### config.mk
export PLATFORM = sky130hd
export DESIGN_NAME = ooo_exec_top
export DESIGN_NICKNAME = d
export VERILOG_FILES = /design/src/design/ooo_exec_pkg.sv /design/src/design/issue_unit.sv /design/src/design/mul_pipe.sv /design/src/design/div_unit.sv /design/src/design/completion_buffer.sv /design/src/design/commit_unit.sv /design/src/design/ooo_exec_top.sv
export SDC_FILE = /design/constraint.sdc
export NUM_CORES = 2
export LEC_CHECK = 0
export BUFFER_PORTS_ARGS = -buffer_cell sky130_fd_sc_hd__buf_2
export CAP_MARGIN = 20
export CORE_MARGIN = 2
export CORE_UTILIZATION = 67
export CTS_BUF_LIST = sky130_fd_sc_hd__clkbuf_4 sky130_fd_sc_hd__clkbuf_8
export DETAILED_ROUTE_END_ITERATION = 7
export PLACE_DENSITY_LB_ADDON = 0.1
export SYNTH_ARGS = -nofsm -noshare
export SYNTH_HDL_FRONTEND = slang
export SYNTH_SLANG_ARGS = --single-unit
### constraint.sdc
create_clock -name CLK -period 13.4 [get_ports CLK]
set_clock_uncertainty 0.15 [all_clocks]
set_input_delay 1.34 -clock CLK [delete_from_list [all_inputs] [get_ports CLK]]
set_output_delay 1.34 -clock CLK [all_outputs]
set_load 0.05 [all_outputs]
### src/design/ooo_exec_pkg.sv
package ooo_exec_pkg;

  // opcode codes, shared with the stimulus file
  typedef enum logic [3:0] {
    OP_ADD   = 4'd0,
    OP_SUB   = 4'd1,
    OP_AND   = 4'd2,
    OP_OR    = 4'd3,
    OP_XOR   = 4'd4,
    OP_SLL   = 4'd5,
    OP_SRL   = 4'd6,
    OP_SLT   = 4'd7,
    OP_MUL   = 4'd8,
    OP_MULHU = 4'd9,
    OP_DIVU  = 4'd10,
    OP_REMU  = 4'd11
  } exec_op_t;

  // operand and result value
  typedef logic [31:0] word_t;

  // destination register index
  typedef logic [4:0] reg_idx_t;

  // default completion buffer depth
  parameter int DEF_CB_ENTRIES = 8;

  // multiplier latency, pipeline is written for exactly three stages
  parameter int MUL_STAGES = 3;

endpackage

### src/design/issue_unit.sv
module issue_unit #(
  parameter int CB_ENTRIES = 8
) (
  input  logic                          CLK,
  input  logic                          nRST,
  input  logic                          issue_valid,
  input  ooo_exec_pkg::exec_op_t        issue_op,
  input  ooo_exec_pkg::reg_idx_t        issue_rd,
  input  ooo_exec_pkg::word_t           issue_a,
  input  ooo_exec_pkg::word_t           issue_b,
  input  logic                          full,
  input  logic [$clog2(CB_ENTRIES)-1:0] alloc_tag,
  input  logic                          div_busy,
  output logic                          issue_ready,
  output logic                          alloc,
  output logic                          mul_start,
  output logic                          div_start,
  output ooo_exec_pkg::exec_op_t        unit_op,
  output ooo_exec_pkg::word_t           unit_a,
  output ooo_exec_pkg::word_t           unit_b,
  output logic [$clog2(CB_ENTRIES)-1:0] unit_tag,
  output ooo_exec_pkg::reg_idx_t        unit_rd,
  output logic                          alu_wr_valid,
  output logic [$clog2(CB_ENTRIES)-1:0] alu_wr_tag,
  output ooo_exec_pkg::reg_idx_t        alu_wr_rd,
  output ooo_exec_pkg::word_t           alu_wr_data
);
  import ooo_exec_pkg::*;

  logic  is_mul;
  logic  is_div;
  logic  accept;
  logic  ready_en;
  word_t alu_res;

  // unit select from opcode, anything else is alu
  assign is_mul = (issue_op == OP_MUL) || (issue_op == OP_MULHU);
  assign is_div = (issue_op == OP_DIVU) || (issue_op == OP_REMU);

  // goes high one cycle after reset release
  always_ff @(posedge CLK or negedge nRST) begin
    if (!nRST) begin
      ready_en <= 1'b0;
    end else begin
      ready_en <= 1'b1;
    end
  end

  // stall on full buffer, or a divide while the divider works
  assign issue_ready = ready_en && !full && !(is_div && div_busy);
  assign accept      = issue_valid && issue_ready;

  assign alloc     = accept;
  assign mul_start = accept && is_mul;
  assign div_start = accept && is_div;

  // operands go to all units, start picks the one that takes them
  assign unit_op  = issue_op;
  assign unit_a   = issue_a;
  assign unit_b   = issue_b;
  assign unit_tag = alloc_tag;
  assign unit_rd  = issue_rd;

  always_comb begin
    case (issue_op)
      OP_ADD:  alu_res = issue_a + issue_b;
      OP_SUB:  alu_res = issue_a - issue_b;
      OP_AND:  alu_res = issue_a & issue_b;
      OP_OR:   alu_res = issue_a | issue_b;
      OP_XOR:  alu_res = issue_a ^ issue_b;
      // shift amount from low 5 bits only
      OP_SLL:  alu_res = issue_a << issue_b[4:0];
      OP_SRL:  alu_res = issue_a >> issue_b[4:0];
      OP_SLT:  alu_res = {31'd0, $signed(issue_a) < $signed(issue_b)};
      default: alu_res = '0;
    endcase
  end

  // single alu result stage, writes the buffer one cycle after accept
  always_ff @(posedge CLK or negedge nRST) begin
    if (!nRST) begin
      alu_wr_valid <= 1'b0;
    end else begin
      alu_wr_valid <= accept && !is_mul && !is_div;
    end
  end

  always_ff @(posedge CLK) begin
    alu_wr_tag  <= alloc_tag;
    alu_wr_rd   <= issue_rd;
    alu_wr_data <= alu_res;
  end

endmodule

### src/design/mul_pipe.sv
module mul_pipe #(
  parameter int CB_ENTRIES = 8
) (
  input  logic                          CLK,
  input  logic                          nRST,
  input  logic                          mul_start,
  input  ooo_exec_pkg::exec_op_t        unit_op,
  input  ooo_exec_pkg::word_t           unit_a,
  input  ooo_exec_pkg::word_t           unit_b,
  input  logic [$clog2(CB_ENTRIES)-1:0] unit_tag,
  input  ooo_exec_pkg::reg_idx_t        unit_rd,
  output logic                          mul_wr_valid,
  output logic [$clog2(CB_ENTRIES)-1:0] mul_wr_tag,
  output ooo_exec_pkg::reg_idx_t        mul_wr_rd,
  output ooo_exec_pkg::word_t           mul_wr_data
);
  import ooo_exec_pkg::*;

  localparam int TAG_W = $clog2(CB_ENTRIES);

  logic [MUL_STAGES-1:0] v_pipe;
  logic [TAG_W-1:0]      tag_pipe [MUL_STAGES];
  reg_idx_t              rd_pipe  [MUL_STAGES];
  word_t                 s1_a;
  word_t                 s1_b;
  logic                  s1_hi;
  logic [63:0]           s2_prod;
  logic                  s2_hi;
  word_t                 s3_data;

  // valid walks the stages, no stall
  always_ff @(posedge CLK or negedge nRST) begin
    if (!nRST) begin
      v_pipe <= '0;
    end else begin
      v_pipe <= {v_pipe[MUL_STAGES-2:0], mul_start};
    end
  end

  // tag and destination ride alongside the data
  always_ff @(posedge CLK) begin
    tag_pipe[0] <= unit_tag;
    rd_pipe[0]  <= unit_rd;
    for (int i = 1; i < MUL_STAGES; i++) begin
      tag_pipe[i] <= tag_pipe[i-1];
      rd_pipe[i]  <= rd_pipe[i-1];
    end
  end

  always_ff @(posedge CLK) begin
    // stage 1: operands in
    s1_a    <= unit_a;
    s1_b    <= unit_b;
    s1_hi   <= (unit_op == OP_MULHU);
    // stage 2: full unsigned product
    s2_prod <= {32'd0, s1_a} * {32'd0, s1_b};
    s2_hi   <= s1_hi;
    // stage 3: pick half
    s3_data <= s2_hi ? s2_prod[63:32] : s2_prod[31:0];
  end

  assign mul_wr_valid = v_pipe[MUL_STAGES-1];
  assign mul_wr_tag   = tag_pipe[MUL_STAGES-1];
  assign mul_wr_rd    = rd_pipe[MUL_STAGES-1];
  assign mul_wr_data  = s3_data;

endmodule

### src/design/div_unit.sv
module div_unit #(
  parameter int CB_ENTRIES = 8
) (
  input  logic                          CLK,
  input  logic                          nRST,
  input  logic                          div_start,
  input  ooo_exec_pkg::exec_op_t        unit_op,
  input  ooo_exec_pkg::word_t           unit_a,
  input  ooo_exec_pkg::word_t           unit_b,
  input  logic [$clog2(CB_ENTRIES)-1:0] unit_tag,
  input  ooo_exec_pkg::reg_idx_t        unit_rd,
  output logic                          div_busy,
  output logic                          div_wr_valid,
  output logic [$clog2(CB_ENTRIES)-1:0] div_wr_tag,
  output ooo_exec_pkg::reg_idx_t        div_wr_rd,
  output ooo_exec_pkg::word_t           div_wr_data
);
  import ooo_exec_pkg::*;

  typedef enum logic [1:0] {
    IDLE,
    RUN,
    DONE
  } div_state_t;

  div_state_t                    state;
  logic [4:0]                    step;
  word_t                         divisor;
  word_t                         quo;
  word_t                         rem;
  logic                          want_rem;
  logic [$clog2(CB_ENTRIES)-1:0] tag_q;
  reg_idx_t                      rd_q;
  logic [32:0]                   rem_sh;
  logic [32:0]                   diff;

  // one restoring step: shift next dividend bit in, try subtract
  assign rem_sh = {rem, quo[31]};
  assign diff   = rem_sh - {1'b0, divisor};

  // fsm, a new divide may load straight out of DONE
  always_ff @(posedge CLK or negedge nRST) begin
    if (!nRST) begin
      state <= IDLE;
      step  <= '0;
    end else begin
      case (state)
        IDLE, DONE: begin
          state <= div_start ? RUN : IDLE;
          step  <= '0;
        end
        RUN: begin
          step <= step + 5'd1;
          if (step == 5'd31) begin
            state <= DONE;
          end
        end
        default: state <= IDLE;
      endcase
    end
  end

  always_ff @(posedge CLK) begin
    if (state != RUN && div_start) begin
      // quo starts as the dividend and shifts out as bits come in
      quo      <= unit_a;
      rem      <= '0;
      divisor  <= unit_b;
      want_rem <= (unit_op == OP_REMU);
      tag_q    <= unit_tag;
      rd_q     <= unit_rd;
    end else if (state == RUN) begin
      // borrow in bit 32 means the divisor did not fit
      if (!diff[32]) begin
        rem <= diff[31:0];
        quo <= {quo[30:0], 1'b1};
      end else begin
        rem <= rem_sh[31:0];
        quo <= {quo[30:0], 1'b0};
      end
    end
  end

  // divide by zero falls out as all-ones quotient, remainder = dividend
  assign div_busy     = (state == RUN);
  assign div_wr_valid = (state == DONE);
  assign div_wr_tag   = tag_q;
  assign div_wr_rd    = rd_q;
  assign div_wr_data  = want_rem ? rem : quo;

endmodule

### src/design/completion_buffer.sv
module completion_buffer #(
  parameter int CB_ENTRIES = 8
) (
  input  logic                          CLK,
  input  logic                          nRST,
  input  logic                          alloc,
  input  logic                          pop,
  input  logic                          alu_wr_valid,
  input  logic [$clog2(CB_ENTRIES)-1:0] alu_wr_tag,
  input  ooo_exec_pkg::reg_idx_t        alu_wr_rd,
  input  ooo_exec_pkg::word_t           alu_wr_data,
  input  logic                          mul_wr_valid,
  input  logic [$clog2(CB_ENTRIES)-1:0] mul_wr_tag,
  input  ooo_exec_pkg::reg_idx_t        mul_wr_rd,
  input  ooo_exec_pkg::word_t           mul_wr_data,
  input  logic                          div_wr_valid,
  input  logic [$clog2(CB_ENTRIES)-1:0] div_wr_tag,
  input  ooo_exec_pkg::reg_idx_t        div_wr_rd,
  input  ooo_exec_pkg::word_t           div_wr_data,
  output logic                          full,
  output logic [$clog2(CB_ENTRIES)-1:0] alloc_tag,
  output logic                          head_done,
  output ooo_exec_pkg::reg_idx_t        head_rd,
  output ooo_exec_pkg::word_t           head_data
);
  import ooo_exec_pkg::*;

  localparam int TAG_W = $clog2(CB_ENTRIES);

  logic [CB_ENTRIES-1:0] ent_busy;
  logic [CB_ENTRIES-1:0] ent_done;
  reg_idx_t              ent_rd   [CB_ENTRIES];
  word_t                 ent_data [CB_ENTRIES];
  logic [TAG_W-1:0]      head;
  logic [TAG_W-1:0]      tail;
  logic [TAG_W:0]        count;

  // pointers wrap on their own at a power-of-two depth
  always_ff @(posedge CLK or negedge nRST) begin
    if (!nRST) begin
      head  <= '0;
      tail  <= '0;
      count <= '0;
    end else begin
      if (alloc) begin
        tail <= tail + TAG_W'(1);
      end
      if (pop) begin
        head <= head + TAG_W'(1);
      end
      count <= count + (TAG_W+1)'(alloc) - (TAG_W+1)'(pop);
    end
  end

  // alloc and pop never hit the same slot
  // alloc needs room and pop needs a finished head
  always_ff @(posedge CLK or negedge nRST) begin
    if (!nRST) begin
      ent_busy <= '0;
      ent_done <= '0;
    end else begin
      if (alloc) begin
        ent_busy[tail] <= 1'b1;
        ent_done[tail] <= 1'b0;
      end
      // distinct tags in flight keep the ports apart
      if (alu_wr_valid) begin
        ent_done[alu_wr_tag] <= 1'b1;
      end
      if (mul_wr_valid) begin
        ent_done[mul_wr_tag] <= 1'b1;
      end
      if (div_wr_valid) begin
        ent_done[div_wr_tag] <= 1'b1;
      end
      if (pop) begin
        ent_busy[head] <= 1'b0;
        ent_done[head] <= 1'b0;
      end
    end
  end

  // result storage
  always_ff @(posedge CLK) begin
    if (alu_wr_valid) begin
      ent_rd[alu_wr_tag]   <= alu_wr_rd;
      ent_data[alu_wr_tag] <= alu_wr_data;
    end
    if (mul_wr_valid) begin
      ent_rd[mul_wr_tag]   <= mul_wr_rd;
      ent_data[mul_wr_tag] <= mul_wr_data;
    end
    if (div_wr_valid) begin
      ent_rd[div_wr_tag]   <= div_wr_rd;
      ent_data[div_wr_tag] <= div_wr_data;
    end
  end

  assign full      = (count == (TAG_W+1)'(CB_ENTRIES));
  assign alloc_tag = tail;
  assign head_done = ent_busy[head] && ent_done[head];
  assign head_rd   = ent_rd[head];
  assign head_data = ent_data[head];

endmodule

### src/design/commit_unit.sv
module commit_unit #(
  parameter int CB_ENTRIES = 8
) (
  input  logic                   CLK,
  input  logic                   nRST,
  input  logic                   head_done,
  input  ooo_exec_pkg::reg_idx_t head_rd,
  input  ooo_exec_pkg::word_t    head_data,
  input  logic                   commit_ready,
  output logic                   pop,
  output logic                   commit_valid,
  output ooo_exec_pkg::reg_idx_t commit_rd,
  output ooo_exec_pkg::word_t    commit_data,
  output logic [15:0]            retired_count
);

  logic xfer;

  // tag arithmetic across the units relies on this depth rule
  if (CB_ENTRIES < 4 || (CB_ENTRIES & (CB_ENTRIES - 1)) != 0) begin : g_bad_depth
    $error("completion buffer depth must be a power of two, 4 or more");
  end

  assign xfer = commit_valid && commit_ready;

  // take the head when the output slot is empty or draining now
  assign pop = head_done && (!commit_valid || commit_ready);

  always_ff @(posedge CLK or negedge nRST) begin
    if (!nRST) begin
      commit_valid  <= 1'b0;
      retired_count <= '0;
    end else begin
      if (pop) begin
        commit_valid <= 1'b1;
      end else if (xfer) begin
        commit_valid <= 1'b0;
      end
      if (xfer) begin
        retired_count <= retired_count + 16'd1;
      end
    end
  end

  // output payload holds until the next pop
  always_ff @(posedge CLK) begin
    if (pop) begin
      commit_rd   <= head_rd;
      commit_data <= head_data;
    end
  end

endmodule

### src/design/ooo_exec_top.sv
module ooo_exec_top #(
  parameter int CB_ENTRIES = ooo_exec_pkg::DEF_CB_ENTRIES
) (
  input  logic                   CLK,
  input  logic                   nRST,
  input  logic                   issue_valid,
  input  ooo_exec_pkg::exec_op_t issue_op,
  input  ooo_exec_pkg::reg_idx_t issue_rd,
  input  ooo_exec_pkg::word_t    issue_a,
  input  ooo_exec_pkg::word_t    issue_b,
  output logic                   issue_ready,
  output logic                   commit_valid,
  output ooo_exec_pkg::reg_idx_t commit_rd,
  output ooo_exec_pkg::word_t    commit_data,
  input  logic                   commit_ready,
  output logic [15:0]            retired_count
);
  import ooo_exec_pkg::*;

  localparam int TAG_W = $clog2(CB_ENTRIES);

  // allocation and retire handshakes
  logic             full;
  logic             alloc;
  logic [TAG_W-1:0] alloc_tag;
  logic             head_done;
  reg_idx_t         head_rd;
  word_t            head_data;
  logic             pop;

  // shared operand bus to the units
  logic             mul_start;
  logic             div_start;
  logic             div_busy;
  exec_op_t         unit_op;
  word_t            unit_a;
  word_t            unit_b;
  logic [TAG_W-1:0] unit_tag;
  reg_idx_t         unit_rd;

  // writeback ports
  logic             alu_wr_valid;
  logic [TAG_W-1:0] alu_wr_tag;
  reg_idx_t         alu_wr_rd;
  word_t            alu_wr_data;
  logic             mul_wr_valid;
  logic [TAG_W-1:0] mul_wr_tag;
  reg_idx_t         mul_wr_rd;
  word_t            mul_wr_data;
  logic             div_wr_valid;
  logic [TAG_W-1:0] div_wr_tag;
  reg_idx_t         div_wr_rd;
  word_t            div_wr_data;

  issue_unit #(.CB_ENTRIES(CB_ENTRIES)) u_issue (
    .CLK, .nRST, .issue_valid, .issue_op, .issue_rd, .issue_a, .issue_b,
    .full, .alloc_tag, .div_busy, .issue_ready, .alloc, .mul_start, .div_start,
    .unit_op, .unit_a, .unit_b, .unit_tag, .unit_rd,
    .alu_wr_valid, .alu_wr_tag, .alu_wr_rd, .alu_wr_data
  );

  mul_pipe #(.CB_ENTRIES(CB_ENTRIES)) u_mul (
    .CLK, .nRST, .mul_start, .unit_op, .unit_a, .unit_b, .unit_tag, .unit_rd,
    .mul_wr_valid, .mul_wr_tag, .mul_wr_rd, .mul_wr_data
  );

  div_unit #(.CB_ENTRIES(CB_ENTRIES)) u_div (
    .CLK, .nRST, .div_start, .unit_op, .unit_a, .unit_b, .unit_tag, .unit_rd,
    .div_busy, .div_wr_valid, .div_wr_tag, .div_wr_rd, .div_wr_data
  );

  completion_buffer #(.CB_ENTRIES(CB_ENTRIES)) u_cb (
    .CLK, .nRST, .alloc, .pop,
    .alu_wr_valid, .alu_wr_tag, .alu_wr_rd, .alu_wr_data,
    .mul_wr_valid, .mul_wr_tag, .mul_wr_rd, .mul_wr_data,
    .div_wr_valid, .div_wr_tag, .div_wr_rd, .div_wr_data,
    .full, .alloc_tag, .head_done, .head_rd, .head_data
  );

  commit_unit #(.CB_ENTRIES(CB_ENTRIES)) u_commit (
    .CLK, .nRST, .head_done, .head_rd, .head_data, .commit_ready,
    .pop, .commit_valid, .commit_rd, .commit_data, .retired_count
  );

endmodule

==> Yosys cells after proc, flatten, opt, wreduce, memory -nomap -nowiden <==
Memories as Yosys holds them, arrays and structs flattened. A register that Yosys moved wholly into a read port is not among the register bits.
Index checks and enable logic that the tools add are counted.
{ "totals": {"n_memories": 4, "ram_bits": 320, "inputBits": 77, "out_inout_bits": 55, "reg_bits": 362} }
{ "classes": {"bitwise": 12, "n_addsub": 9, "n_eq_ne": 17, "multipliers": 1, "n_reduce_logical": 31, "magnitude_cmp": 11, "n_shift": 2, "muxes": 40} }
{ "mem_list": {"columns": ["memory", "words", "width", "read_ports", "rd_ports_with_merged_regs", "write_ports", "line", "rtl"], "rows": [
  ["u_cb.ent_data", 8, 32, 1, 1, 3, "completion_buffer.sv:33", "word_t ent_data [CB_ENTRIES];"],
  ["u_cb.ent_rd", 8, 5, 1, 1, 3, "completion_buffer.sv:32", "reg_idx_t ent_rd [CB_ENTRIES];"],
  ["u_mul.rd_pipe", 3, 5, 3, 0, 3, "mul_pipe.sv:23", "reg_idx_t rd_pipe [MUL_STAGES];"],
  ["u_mul.tag_pipe", 3, 3, 3, 0, 3, "mul_pipe.sv:22", "logic [TAG_W-1:0] tag_pipe [MUL_STAGES];"]
]} }
{ "op_table": {"columns": ["cell", "n"], "rows": [
  ["one-hot mux 32 bit (8 select lines)", 1],
  ["2-to-1 mux 32 bit", 5],
  ["multiplier 32 x 32 -> 64 bit", 1],
  ["2-to-1 mux 8 bit", 7],
  ["subtractor 33 x 32 -> 33 bit", 1],
  ["adder 32 bit", 1],
  ["AND 32 bit", 1],
  ["< comparator 32 bit", 1],
  ["bitwise OR 32 bit", 1],
  ["bitwise OR 8 bit", 4],
  ["<< shifter 32 x 5 -> 32 bit", 1],
  [">> shifter 32 x 5 -> 32 bit", 1],
  ["subtractor 32 bit", 1],
  ["XOR 32 bit", 1],
  ["AND 8 bit", 3],
  ["== test 4 bit, second input constant", 5],
  ["< comparator 3 x 4 -> 1 bit, second input constant", 5],
  ["logical AND 1 bit", 17],
  ["2-to-1 mux 1 bit", 17],
  ["adder 16 x 1 -> 16 bit, second input constant", 1],
  ["== test 4 x 3 -> 1 bit, second input constant", 4],
  ["NOT 8 bit", 2],
  ["demux 1 bit (select 3 bit)", 5],
  [">= comparator 3 x 1 -> 1 bit, second input constant", 5],
  ["other kinds (20)", 32]
]} }

==> Logic depth before layout (Yosys ltp) <==
{ "logic_depth": {"word_depth": 15, "ltp_mapped": 29, "mapped_depth_nobuf": 28} }

==> Hierarchy <==
Synthesis repeated with hierarchy kept, for this count alone.
{ "unflattened": {"hier_cells": 7611, "area_unflattened_um2": 74624.1} }
{ "by_module_without_submodules": {"columns": ["module", "cells_each", "n_inst", "area_per_inst_um2"], "rows": [
  ["mul_pipe", 3927, 1, 37579.8],
  ["completion_buffer", 1676, 1, 19303.5],
  ["issue_unit", 1302, 1, 9336.5],
  ["div_unit", 606, 1, 6535.0],
  ["commit_unit", 100, 1, 1869.3]
]} }

==> Least setup slack after synthesis <==
Ideal clock, no wire load.
{ "synth_path": {"path_kind": "flip-flop to flip-flop", "start": "reg u_mul.s1_b[5]", "end": "reg u_mul.s2_prod[56]", "n_path_buf": 1, "path_stages_with_launch": 28, "path_slack_ns": 6.135, "t_arrival_ns": 7.053, "t_required_ns": 13.188, "period_less_slack_ns": 7.265, "path_cell_list": "dfxtp_1 clkbuf_1 and2_1 fa_1 fa_1 fa_1 inv_1 fa_1 inv_1 fa_1 inv_1 fa_1 inv_1 fa_1 inv_1 fa_1 inv_1 ha_1 nand4_1 nor3_1 nor3_1 a31oi_2 a41oi_2 o2111a_1 o31ai_1 a21oi_1 or3_1 nand3_1"} }
{ "synth_via": {"elab_chain_len": 1} }
{ "synth_rtl": {"columns": ["element", "line", "rtl"], "rows": [
  ["start: declaration", "mul_pipe.sv:25", "word_t s1_b;"],
  ["start signal: assignment", "mul_pipe.sv:53", "s1_b <= unit_b;"],
  ["multiplier 32 x 32 -> 64 bit", "mul_pipe.sv:56", "s2_prod <= {32'd0, s1_a} * {32'd0, s1_b};"],
  ["end signal: assignment", "mul_pipe.sv:56", null],
  ["end: declaration", "mul_pipe.sv:27", "logic [63:0] s2_prod;"]
]} }
Every way passes these cells.
A chain may end at the register's enable or synchronous reset.

==> Worst setup path in the final report <==
{ "layout_path": {"start": "reg u_mul.s1_b[18]", "end": "reg u_mul.s2_prod[56]"} }
Same word-level chain as after synthesis.

==> flow_summary.json <==
{
  "rows": 120,
  "cp_data_arrival_time_ns": 8.88,
  "synth_cell_type_count": 89,
  "synth_area_um2": 72400,
  "ys_top_cells_by_area": "fa_1 25%, edfxtp_1 17%, ha_1 6.9%",
  "max-clock-path-buffers": 3,
  "fmax_mhz": 121,
  "cts_setup_buffers": 0,
  "cts_made_buffers": 113,
  "cts_tree": "built",
  "fin_crit_sh": 0.619,
  "h-tree-depth": 3,
  "reg2reg_slack_ns": 5.10,
  "tns_ns": 0,
  "core_um2": 107000,
  "worstPathRequired_ns": 13.98,
  "grt_use_total": 0.431,
  "nets": 8814,
  "crit_type": "reg -> reg",
  "io-pin-count": 132,
  "drc": 0,
  "grt_overflow_total": 0,
  "ys.warnings.count": 0,
  "drt-initial-drc-count": 6379,
  "wirelength_um": 236000,
  "avgSynthCellArea_um2": 9.52,
  "crit_path_start_kind": "register",
  "worst-slew-pin-transition_ns": 1.21,
  "maxCapViolCount": 0,
  "cp-end-kind": "register",
  "routedWlPerCell_um": 26.4,
  "final_layout_size_suffix_gt1_frac": 0.0893,
  "setup_violations": 0,
  "die_y_um": 333,
  "syn_inst": 7612,
  "vias": 56900,
  "grt_pass1_wl_um": 357000,
  "r2r-start": "u_mul.s1_b[18]$_DFF_P_",
  "postSynth.topFlopCell": "edfxtp_1",
  "maxSlewViolCount": 0,
  "hold_class": "in -> async",
  "synth.net_count": 8991,
  "min_period_ns": 8.30,
  "synthToLayoutAreaGrowth_pct": 5.65,
  "antenna_found_initial": 28,
  "synth_top_area_frac": 0.249,
  "async_flop_share": 0.0774,
  "viasPerCell": 6.36,
  "hpwl_um": 171000,
  "gp_congestion": 1.05,
  "post_cts_resized": 0,
  "port_buffers": 131,
  "postRouteAntennaNets": 0,
  "critPathLaunch": "u_mul.s1_b[18]$_DFF_P_",
  "dieArea_um2": 111000,
  "reg2reg_to": "u_mul.s2_prod[56]$_DFF_P_",
  "ctsHoldBuffers": 0,
  "grt_max_degree": 90,
  "firstDrtPassIters": 8,
  "ys_ff_latch": 711,
  "rsz0062_at_grt": "no",
  "nFillCells": 8117,
  "rr_worst_depth": 23,
  "initial_core_util": 0.676,
  "slew_headroom": 0.191,
  "insertion_delay_ns": 0.83,
  "die_w_um": 333,
  "yosysTopAreaCell": "fa_1",
  "crit_fanout": 32,
  "synth-edff-count": 406,
  "cts.sinks": 711,
  "status": "finished clean",
  "synth-seq-area-share": 0.256,
  "path_clk_slew_ns": 0.07,
  "final_hold_viol_count": 0,
  "cts-root-buf": "clkbuf_8",
  "first_global_vias": 58400
}
-- area by class of cell --
cell class,instances,area (µm²),area share
Clock inverter,33,368,0.00481
Inverter,1029,3860,0.0505
Antenna cell,15,37.5,0.000490
Multi-Input combinational cell,5335,48200,0.629
Clock buffer,183,2220,0.0291
Sequential cell,711,18600,0.243
Tap cell,1403,1760,0.0229
Timing Repair Buffer,245,1540,0.0201
-- cells in the mapped netlist (all sizes together), types with 79 or more instances --
cell,n
edfxtp,406
and2,587
a21oi,399
clkbuf,441
xnor2,102
fa,900
ha,402
inv,1026
o21ai,414
buf,96
nor2,374
nand2,943
mux2i,382
dfxtp,250
mux4,79
-- registers in the layout, indices dropped and copies added (netlist names), 16 cells and up --
signal	flops
u_div.divisor	32
u_cb.ent_rd	40
u_mul.s2_prod	64
u_cb.ent_data	256
u_commit.commit_data	32
u_mul.s1_b	32
u_div.quo	32
u_issue.alu_wr_data	32
u_commit.retired_count	16
u_mul.s1_a	32
u_div.rem	32
u_mul.mul_wr_data	32
-- kinds of logic (layout without fill, tap and decap cells) --
group / after synthesis / after routing / synth area share
compound gates: 1199 / 1199 / 0.0989
simple gates: 2169 / 2169 / 0.141
mux: 532 / 532 / 0.0884
flops: 711 / 711 / 0.256
other cells: 1 / 16 / 0.0000518
xor+xnor: 132 / 132 / 0.0160
fa+ha+maj: 1302 / 1302 / 0.318
buf+inv: 1566 / 1490 / 0.0815
-- critical path: stages, from the launching register on --
cell and delay, ns:
dfxtp_2 1.02, nand2_1 0.20, fa_1 0.53, fa_1 0.57
inv_1 0.06, fa_1 0.48, fa_1 0.57, fa_1 0.44
fa_1 0.46, fa_1 0.51, inv_1 0.07, fa_1 0.63
inv_1 0.07, ha_1 0.44, nand2_1 0.15, o21ai_0 0.21
a21oi_1 0.09, o21ai_0 0.22, a31oi_1 0.13, o2111a_1 0.16
o31ai_1 0.40, a21oi_1 0.20, or3_1 0.38, nand3_1 0.08
-- layer usage --
metal  wire, µm  vias up  track usage
met3      29000      811        0.124
met2     103000     3585        0.643
li1           -    24400            -
met5        167        -            0
met1      90100    28100        0.575
met4      14200       22        0.222
-- layout by cell type (no fill, tap or decap), types with 37 or more instances in the layout --
cell type / count
nand2_1: 937
a21o_1: 55
a21oi_1: 397
buf_4: 111
mux4_2: 79
mux2i_1: 382
and2_1: 585
dfrtp_1: 52
inv_1: 1022
o21bai_1: 37
o21ai_0: 394
nand3_1: 56
clkbuf_4: 47
xnor2_1: 102
clkbuf_8: 136
ha_1: 402
nor3_1: 38
fa_1: 900
nor2_1: 371
dfxtp_1: 237
mux2_2: 71
edfxtp_1: 406
buf_2: 131
-- worst max-delay path by stage --
stage,end,slack [ns]
5_1_grt,u_mul.s2_prod[56]$_DFF_P_,4.69
3_3_place_gp,u_mul.s2_prod[56]$_DFF_P_,4.88
6_report,u_mul.s2_prod[56]$_DFF_P_,5.10
2_1_floorplan,u_mul.s2_prod[56]$_DFF_P_,6.14
4_1_cts,u_mul.s2_prod[56]$_DFF_P_,4.85
3_5_place_dp,u_mul.s2_prod[56]$_DFF_P_,4.86
-- stage by stage --
stage | hold slack, ns | util | instances | cell area [µm²] | worst slack [ns]
3_5_place_dp | 0.162 | 0.689 | 8719 | 73900 | 4.86
4_1_cts | 0.132 | 0.713 | 8935 | 76500 | 4.85
3_3_place_gp | 0.160 | 0.689 | 8718 | 73800 | 4.88
5_1_grt | 0.147 | 0.714 | 8941 | 76500 | 4.69
6_report | 0.173 | 0.714 | 8954 | 76500 | 5.10
2_1_floorplan | 0.160 | - | 7612 | 72400 | 6.14
Power is left out: the tool's default activity adds up to more than one toggle a clock period on the data nets, which glitch-free logic cannot reach.
